--- config.mk ---
export PLATFORM = sky130hd
export DESIGN_NAME = cdb_arbiter_flat
export DESIGN_NICKNAME = d
export VERILOG_FILES = /design/src/source/ex_stage_pkg.sv /design/src/source/fu_result_if.sv /design/src/source/cdb_arbiter.sv /design/src/flat_wrapper.sv
export SDC_FILE = /design/constraint.sdc
export NUM_CORES = 1
export LEC_CHECK = 0
export ABC_AREA = 1
export ABC_CLOCK_PERIOD_IN_PS = 2300
export CORE_AREA = 2 2 89 91
export DETAILED_ROUTE_END_ITERATION = 10
export DIE_AREA = 0 0 91 93
export DONT_BUFFER_PORTS = 1
export SYNTH_ARGS = -nofsm -noshare
export SYNTH_HDL_FRONTEND = slang
export SYNTH_SLANG_ARGS = --single-unit
--- constraint.sdc ---
create_clock -name vclk -period 2.3
set_clock_uncertainty 0.15 [all_clocks]
set_input_delay 0.115 -clock vclk [all_inputs]
set_output_delay 0.115 -clock vclk [all_outputs]
set_load 0.01 [all_outputs]
--- src/source/ex_stage_pkg.sv ---
// Shared widths, ALU function codes and multiplier depth for the execute stage; compile it first
`default_nettype none

package ex_stage_pkg;

	//////////////////////////////
	// Datapath widths
	//////////////////////////////

	// Operand and result word
	localparam int xlen = 64;

	// Physical register tag carried with every result
	localparam int prf_idx_w = 6;

	// Reorder buffer slot of the instruction
	localparam int rob_idx_w = 5;

	//////////////////////////////
	// Multiplier
	//////////////////////////////

	// Pipeline depth, one slice of the multiplier operand per stage
	localparam int mult_stages = 4;
	localparam int mult_chunk_w = xlen / mult_stages;

	//////////////////////////////
	// ALU function codes
	//////////////////////////////

	// Shifts take their amount from the low 6 bits of b
	// Both compares return 1 or 0 and drive the branch bit
	typedef enum logic [4:0] {
		alu_add   = 5'h00,
		alu_sub   = 5'h01,
		alu_and   = 5'h02,
		alu_or    = 5'h03,
		alu_xor   = 5'h04,
		alu_sll   = 5'h05,
		alu_srl   = 5'h06,
		alu_cmpeq = 5'h07,
		alu_cmplt = 5'h08,
		alu_mulq  = 5'h09,
		alu_nop   = 5'h1f
	} alu_op_t;

endpackage

`default_nettype wire

--- src/source/fu_result_if.sv ---
// Held result of one functional unit and its CDB grant; one instance per unit in the stage
`default_nettype none

interface fu_result_if;
	import ex_stage_pkg::*;

	// Result held by the unit until granted
	logic                 done_reg;
	logic [xlen-1:0]      value;
	logic [prf_idx_w-1:0] pdest;
	logic [rob_idx_w-1:0] rob_idx;
	logic                 br_result;

	// Bus grant, a level seen at the clock edge
	logic gnt;

	modport unit (
		output done_reg, value, pdest, rob_idx, br_result,
		input  gnt
	);

	modport arbiter (
		input  done_reg, value, pdest, rob_idx, br_result,
		output gnt
	);

endinterface

`default_nettype wire

--- src/source/cdb_arbiter.sv ---
// Fixed-priority grant and multiplexer of the common data bus; multiplier wins over the ALU
`default_nettype none

module cdb_arbiter (
	fu_result_if.arbiter                           mult_res,
	fu_result_if.arbiter                           alu_res,
	output logic                                   cdb_valid,
	output logic [ex_stage_pkg::prf_idx_w-1:0]     cdb_tag,
	output logic [ex_stage_pkg::xlen-1:0]          cdb_value,
	output logic [ex_stage_pkg::rob_idx_w-1:0]     cdb_rob_idx,
	output logic                                   cdb_br_result
);

	//////////////////////////////
	// Grant
	//////////////////////////////

	// Multiplier first, since its stall backs up the whole pipe
	assign mult_res.gnt = mult_res.done_reg;
	assign alu_res.gnt = alu_res.done_reg && !mult_res.done_reg;

	//////////////////////////////
	// Bus multiplexer
	//////////////////////////////

	always_comb begin
		cdb_valid = 1'b0;
		cdb_tag = '0;
		cdb_value = '0;
		cdb_rob_idx = '0;
		cdb_br_result = 1'b0;
		if (mult_res.gnt) begin
			cdb_valid = 1'b1;
			cdb_tag = mult_res.pdest;
			cdb_value = mult_res.value;
			cdb_rob_idx = mult_res.rob_idx;
			cdb_br_result = mult_res.br_result;
		end else if (alu_res.gnt) begin
			cdb_valid = 1'b1;
			cdb_tag = alu_res.pdest;
			cdb_value = alu_res.value;
			cdb_rob_idx = alu_res.rob_idx;
			cdb_br_result = alu_res.br_result;
		end
	end

endmodule

`default_nettype wire

--- src/flat_wrapper.sv ---
// flat-port wrapper written by rule: the top's interface ports become plain ports
module cdb_arbiter_flat 
  (cdb_valid, cdb_tag, cdb_value, cdb_rob_idx, cdb_br_result, mult_res_done_reg, mult_res_value, mult_res_pdest, mult_res_rob_idx, mult_res_br_result, mult_res_gnt, alu_res_done_reg, alu_res_value, alu_res_pdest, alu_res_rob_idx, alu_res_br_result, alu_res_gnt);
  fu_result_if mult_res_i ();
  fu_result_if alu_res_i ();
  output logic cdb_valid;
  output logic [ex_stage_pkg::prf_idx_w-1:0] cdb_tag;
  output logic [ex_stage_pkg::xlen-1:0] cdb_value;
  output logic [ex_stage_pkg::rob_idx_w-1:0] cdb_rob_idx;
  output logic cdb_br_result;
  input wire logic [$bits(mult_res_i.done_reg)-1:0] mult_res_done_reg;
  input wire logic [$bits(mult_res_i.value)-1:0] mult_res_value;
  input wire logic [$bits(mult_res_i.pdest)-1:0] mult_res_pdest;
  input wire logic [$bits(mult_res_i.rob_idx)-1:0] mult_res_rob_idx;
  input wire logic [$bits(mult_res_i.br_result)-1:0] mult_res_br_result;
  output wire logic [$bits(mult_res_i.gnt)-1:0] mult_res_gnt;
  input wire logic [$bits(alu_res_i.done_reg)-1:0] alu_res_done_reg;
  input wire logic [$bits(alu_res_i.value)-1:0] alu_res_value;
  input wire logic [$bits(alu_res_i.pdest)-1:0] alu_res_pdest;
  input wire logic [$bits(alu_res_i.rob_idx)-1:0] alu_res_rob_idx;
  input wire logic [$bits(alu_res_i.br_result)-1:0] alu_res_br_result;
  output wire logic [$bits(alu_res_i.gnt)-1:0] alu_res_gnt;
  assign mult_res_i.done_reg = mult_res_done_reg;
  assign mult_res_i.value = mult_res_value;
  assign mult_res_i.pdest = mult_res_pdest;
  assign mult_res_i.rob_idx = mult_res_rob_idx;
  assign mult_res_i.br_result = mult_res_br_result;
  assign mult_res_gnt = mult_res_i.gnt;
  assign alu_res_i.done_reg = alu_res_done_reg;
  assign alu_res_i.value = alu_res_value;
  assign alu_res_i.pdest = alu_res_pdest;
  assign alu_res_i.rob_idx = alu_res_rob_idx;
  assign alu_res_i.br_result = alu_res_br_result;
  assign alu_res_gnt = alu_res_i.gnt;
  cdb_arbiter u_core (.mult_res(mult_res_i), .alu_res(alu_res_i), .cdb_valid(cdb_valid), .cdb_tag(cdb_tag), .cdb_value(cdb_value), .cdb_rob_idx(cdb_rob_idx), .cdb_br_result(cdb_br_result));
endmodule
==> flow_summary.json, run 1 <==
{
  "yosysSeqAreaShare_pct": 0,
  "rsz0062_at_grt": "false",
  "clock_buffers": 0,
  "vias": 1607,
  "hold_path_depth": 0,
  "drtIter0Drc": 63,
  "seq_cell_count": 0,
  "avgSynthCellArea_sq_um": 5.22,
  "total_power_uw": 204,
  "cpMaxStageDelayCell": "inv_4",
  "min_path_type": "input pin to output port",
  "n_antenna_cell": 0,
  "syn_area_sq_um": 1350,
  "rows": 32,
  "required_ps": 2040,
  "p_leak_uw": 0.000695,
  "max_slew_margin_pct": 63.9,
  "fmax_ghz": 0.717,
  "post_cts_buffers": 0,
  "startpoint": "mult_res_done_reg",
  "overflow": 0,
  "boundaryPins": 233,
  "drive_above_1_share_pct": 14.1,
  "crit_type": "input pin to output port",
  "die_w_um": 91,
  "dieArea_sq_um": 8460,
  "status": "finished clean",
  "startpoint_type": "input pin",
  "syn-num-nets": 413,
  "cp_top_family": "buffers and inverters",
  "synth_common_cells": "nand2_1 (153), nand3_1 (46), nand3_2 (30)",
  "min_from": "mult_res_done_reg",
  "route.detailed.drc": 0,
  "dp_hpwl_mm": 3.61,
  "start_util_pct": 18.0,
  "grt_antenna_before_repair": 0,
  "utilization_pct": 16.8,
  "finalHoldViolCount": 0,
  "path_buf_inv": 2,
  "area_growth_pct": -6.67,
  "dr.pass1.iters": 4,
  "postRouteWirelength_mm": 4.57,
  "cts.repair.resized": 0,
  "synth_top_area_share_pct": 42.5,
  "grt_pass1_vias": 1289,
  "die_h_um": 93,
  "ys_types": 11,
  "yosys.area.top_type": "nand2_1",
  "cp.arrival_ps": 1130,
  "routed_via_density": 4.78,
  "drv_slew": 0,
  "peakVddDrop_mv": 0.0324,
  "synth.area.top_cells": "nand2_1 (43%), nand3_2 (22%), nand3_1 (17%)",
  "synthCells": 259,
  "finalSetupViolations": 0,
  "core_sq_um": 7530,
  "wire_per_inst_um": 13.6,
  "synth_most_common_cell": "nand2_1",
  "grt_pass1_wl_mm": 6.20,
  "slowest_delay_ps": 400,
  "worstPathCellList": "inv_4 -> buf_4 -> nand3_1 -> nand2_1",
  "yosysWarnings": 0,
  "crit_path_end_kind": "output port",
  "worst_slew_pin_slew_ps": 542,
  "io_buffers": 0,
  "grt_usage_pct": 8.53,
  "min_period_ps": 1390,
  "grt_max_degree": 80,
  "antenna_left": 0,
  "regArea_sq_um": 0,
  "final_nets": 390,
  "power.density_nw_per_um2": 162,
  "hold_end": "mult_res_gnt",
  "finalSetupTns_ps": 0,
  "path_max_fanout": 79,
  "gp_congestion": 0.808,
  "cts.hold.buffers_added": 0,
  "period_share_pct": 60.6,
  "drv_cap": 0
}
==> final cells by class <==
type / instances / area, sq um
Fill cell: 882 / 6270
Multi-Input combinational cell: 230 / 1110
Tap cell: 102 / 128
Timing Repair Buffer: 2 / 15.0
Inverter: 2 / 10.0
==> metrics by stage <==
| step | setup WS, ps | instances | hold WS [ps] | area, sq um |
|---|---|---|---|---|
| CTS | 930 | 336 | 82.0 | 1260 |
| finish | 905 | 336 | 81.6 | 1260 |
| global route | 796 | 336 | 81.8 | 1260 |
| floorplan | 1340 | 259 | 172 | 1350 |
| detailed placement | 928 | 336 | 82.0 | 1260 |
| global placement | 990 | 336 | 81.5 | 1260 |
==> metal layers <==
| metal | GRT usage, % | wire length (um) |
|---|---|---|
| met1 | 9.26 | 1620 |
| met2 | 18.0 | 2420 |
| met3 | 1.53 | 530 |
| met4 | 0 | 0 |
| met5 | 0 | 0 |
==> cell usage in the layout, fill, tap and decap left out <==
master,netlist,layout
nand3_2,30,30
nor2_1,1,1
inv_1,1,1
inv_4,1,1
nand3_1,46,46
nand2_1,153,153
buf_4,2,2
==> cells by family after synthesis <==
group                  share of synthesized area (%)
and+or+nand+nor                                 82.0
buffers and inverters                           18.0
==> where the power goes <==
| part | switching [uW] | internal [uW] |
|---|---|---|
| clock | 0 | 0 |
| sequential | 0 | 0 |
| combinational | 144 | 60.6 |
==> worst max path at each step <==
stage	cells past startpoint	endpoint
final	4	cdb_value[24]
after global routing	4	cdb_value[22]
after CTS	4	cdb_value[19]
after detailed placement	4	cdb_value[24]
after global placement	4	cdb_value[22]
after floorplan	6	cdb_value[28]
Note: power is estimated with default switching activity, not from simulation.
==> run 2, diff against run 1 <==
Settings changed: ABC_CLOCK_PERIOD_IN_PS 2300 to 1160.
Clock period 2.3 ns to 1.16 ns, I/O delays scaled along.
==> flow_summary.json, run 2 (same netlist as run 1, synthesis figures left out) <==
{
  "status": "finished clean",
  "power.density_nw_per_um2": 323,
  "startpoint_type": "input pin",
  "cpMaxStageDelayCell": "buf_12",
  "route.detailed.drc": 0,
  "die_w_um": 91,
  "start_util_pct": 18.0,
  "rows": 32,
  "clock_buffers": 0,
  "worst_slew_pin_slew_ps": 207,
  "finalHoldViolCount": 0,
  "multi_input_area_sq_um": 1110,
  "dr.pass1.iters": 4,
  "fmax_ghz": 1.17,
  "min_path_type": "input pin to output port",
  "wire_per_inst_um": 13.6,
  "post_cts_buffers": 0,
  "postRouteWirelength_mm": 4.60,
  "path_max_fanout": 79,
  "required_ps": 950,
  "worstPathCellList": "inv_4 -> buf_12 -> nand3_1 -> nand2_1",
  "gp_congestion": 0.897,
  "grt_pass1_vias": 1385,
  "p_leak_uw": 0.000713,
  "grt_usage_pct": 8.96,
  "min_from": "mult_res_done_reg",
  "startpoint": "mult_res_done_reg",
  "period_share_pct": 73.5,
  "grt_pass1_wl_mm": 6.49,
  "area_growth_pct": -3.52,
  "final_common_cell": "nand2_1",
  "finalSetupTns_ps": 0,
  "total_power_uw": 421,
  "grt_antenna_before_repair": 0,
  "dp_hpwl_mm": 3.74,
  "final_nets": 392,
  "peakVddDrop_mv": 0.0644,
  "min_period_ps": 853,
  "finalSetupViolations": 0,
  "boundaryPins": 233,
  "overflow": 0,
  "max_slew_margin_pct": 86.1,
  "fillers": 883,
  "crit_path_end_kind": "output port",
  "seq_cell_count": 0,
  "drtIter0Drc": 65,
  "vias": 1609,
  "layout_common_cells": "nand2_1 (153), nand3_1 (46), nand3_2 (30)",
  "core_sq_um": 7530,
  "n_antenna_cell": 0,
  "regArea_sq_um": 0,
  "dieArea_sq_um": 8460,
  "crit_type": "input pin to output port",
  "grt_max_degree": 80,
  "drv_slew": 0,
  "rsz0062_at_grt": "false",
  "slowest_delay_ps": 210,
  "io_buffers": 0,
  "die_h_um": 93,
  "drive_above_1_share_pct": 14.4,
  "antenna_left": 0,
  "cp.arrival_ps": 640,
  "drv_cap": 0,
  "routed_via_density": 4.76
}
run 2: cell type report:
| class | count | area share, % |
|---|---|---|
| repair buffers | 4 | 4.41 |
| well taps | 102 | 9.79 |
| inverters | 2 | 0.768 |
| multi-input cells | 230 | 85.0 |
run 2: worst paths after layout:
path             to  cells past startpoint
max   cdb_value[22]                      4
min     alu_res_gnt                      1
run 2: repair_timing:
item,CTS,global route
endpoints found under the hold margin,1,0
resized for setup,0,0
hold buffers,1,0
endpoints found under the setup margin,0,0
run 2: worst max-delay path: cells and delay by family:
family,cells,cell delay [ps]
and+or+nand+nor,2,210
buffers and inverters,2,350
run 2: metal layers:
metal	global-route usage, %	up-vias	wire [um]
li1	-	779	-
met1	9.41	688	1520
met2	19.0	140	2510
met3	1.69	2	539
met4	0.505	0	23
met5	0	-	0
run 2: metrics by stage:
stage | instances | utilization [%] | cell area [sq um] | setup WS, ps | hold WS (ps)
4_1_cts | 338 | 17.3 | 1300 | 305 | 34.4
5_1_grt | 338 | 17.3 | 1300 | 244 | 37.1
2_1_floorplan | 259 | - | 1350 | 316 | 57.8
3_5_place_dp | 337 | 17.2 | 1290 | 308 | -32.4
6_report | 338 | 17.3 | 1300 | 307 | 38.9
3_3_place_gp | 337 | 17.2 | 1290 | 346 | -32.5
run 2: report_power, final:
part	leakage, uW	switching (uW)	internal, uW
Combinational	0.000713	286	134
Sequential	0	0	0
Clock	0	0	0
==> run 3, diff against run 2 <==
Settings changed: ABC_CLOCK_PERIOD_IN_PS 1160 to 800.
Clock period 1.16 ns to 0.8 ns, I/O delays scaled along.
==> flow_summary.json, run 3 (same netlist as run 1, synthesis figures left out) <==
{
  "rsz0062_at_grt": "false",
  "cpMaxStageDelayCell": "buf_12",
  "boundaryPins": 233,
  "dr.pass1.iters": 4,
  "whs_ps": -70.0,
  "fillers": 868,
  "p_leak_uw": 0.000708,
  "finalSetupTns_ps": 0,
  "wire_per_inst_um": 13.8,
  "path_buf_inv": 2,
  "postRouteWirelength_mm": 4.68,
  "drv_slew": 0,
  "seq_cell_count": 0,
  "cp_top_family": "buffers and inverters",
  "die_h_um": 93,
  "combPwrFrac_pct": 100.0,
  "final_cell_count_no_fill": 338,
  "startpoint_type": "input pin",
  "cp.arrival_ps": 560,
  "worstPathCellList": "inv_4 -> buf_12 -> nand3_1 -> nand2_1",
  "grt_antenna_before_repair": 1,
  "routed_via_density": 4.83,
  "final_nets": 391,
  "dieArea_sq_um": 8460,
  "rows": 32,
  "peakVddDrop_mv": 0.141,
  "grt_pass1_vias": 1291,
  "antenna_left": 0,
  "final_common_cell": "nand2_1",
  "power.density_nw_per_um2": 477,
  "drv_cap": 0,
  "regArea_sq_um": 0,
  "intPower_uw": 221,
  "seqPwrFrac_pct": 0,
  "die_w_um": 91,
  "core_sq_um": 7530,
  "violations": "negative hold slack",
  "vias": 1634,
  "grtUsageMet1_pct": 8.82,
  "dp_hpwl_mm": 3.76,
  "grt_use_met2_pct": 18.5,
  "grt_usage_pct": 8.68,
  "multi_input_area_sq_um": 1190,
  "drive_above_1_share_pct": 28.1,
  "finalHoldViolCount": 2,
  "switching_power_uw": 442,
  "area_growth_pct": 2.78,
  "grtUsageMet3_pct": 2.34,
  "gp_congestion": 0.791,
  "grt_busiest_layer": "met2",
  "min_path_type": "input pin to output port",
  "finalSetupViolations": 0,
  "dp_cells": 337,
  "layout_common_cells": "nand2_1 (122), nand3_1 (46), nand2_2 (31)",
  "utilization_pct": 18.5,
  "worst_slew_pin_slew_ps": 164,
  "overflow": 0,
  "io_buffers": 0,
  "grt_pass1_wl_mm": 6.21,
  "slowest_delay_ps": 190,
  "fmax_ghz": 1.34,
  "drtIter0Drc": 36,
  "route.detailed.drc": 0,
  "post_cts_buffers": 0,
  "clock_buffers": 0,
  "start_util_pct": 18.0,
  "status": "complete, but fails checks",
  "required_ps": 610,
  "grt_max_degree": 80,
  "crit_path_end_kind": "output port",
  "path_max_fanout": 79,
  "p_sw_share_pct": 66.6,
  "period_share_pct": 93.6,
  "max_slew_margin_pct": 89.1,
  "clkPwrFrac_pct": 0,
  "crit_type": "input pin to output port",
  "min_period_ps": 749
}
run 3: changes by cell type in the layout (fill, tap and decap cells not counted), sizes merged:
| cell | before | now |
|---|---|---|
| dlygate4sd3 | 1 | 0 |
| diode | 0 | 1 |
run 3: layout make-up:
class | instances | share of cell area [%]
inverter | 2 | 0.721
tap | 102 | 9.19
multi-input combinational | 230 | 85.6
timing repair buffer | 3 | 4.32
antenna | 1 | 0.180
run 3: power groups by stage:
stage | Clock (uW) | Combinational [uW] | Sequential [uW]
global route | 0 | 724 | 0
finish | 0.000167 | 663 | 0
detailed placement | 0 | 669 | 0
global placement | 0 | 658 | 0
floorplan | 0 | 761 | 0
CTS | 0 | 670 | 0
run 3: what timing repair did:
item,in CTS,in global routing
resized for setup,0,1
endpoints found under the hold margin,2,2
endpoints found under the setup margin,0,1
run 3: through the flow:
stage / hold slack (ps) / instance area (sq um) / power (uW) / setup slack, ps
5_1_grt: -68.8 / 1390 / 724 / 9.37
6_report: -70.0 / 1390 / 663 / 51.0
3_3_place_gp: -69.1 / 1380 / 658 / 88.2
4_1_cts: -69.0 / 1380 / 670 / 59.1
3_5_place_dp: -69.0 / 1380 / 669 / 60.2
2_1_floorplan: 21.8 / 1430 / 761 / 4.11
run 3: path summary, 6_finish.rpt:
path / start / depth (start not counted) / endpoint
min: mult_res_done_reg / 0 / mult_res_gnt
max: mult_res_done_reg / 4 / cdb_value[25]
run 3: metal layers:
layer,wire [um],vias to the layer above
li1,-,778
met2,2500,142
met5,0,-
met1,1550,712
met3,619,2
met4,7,0
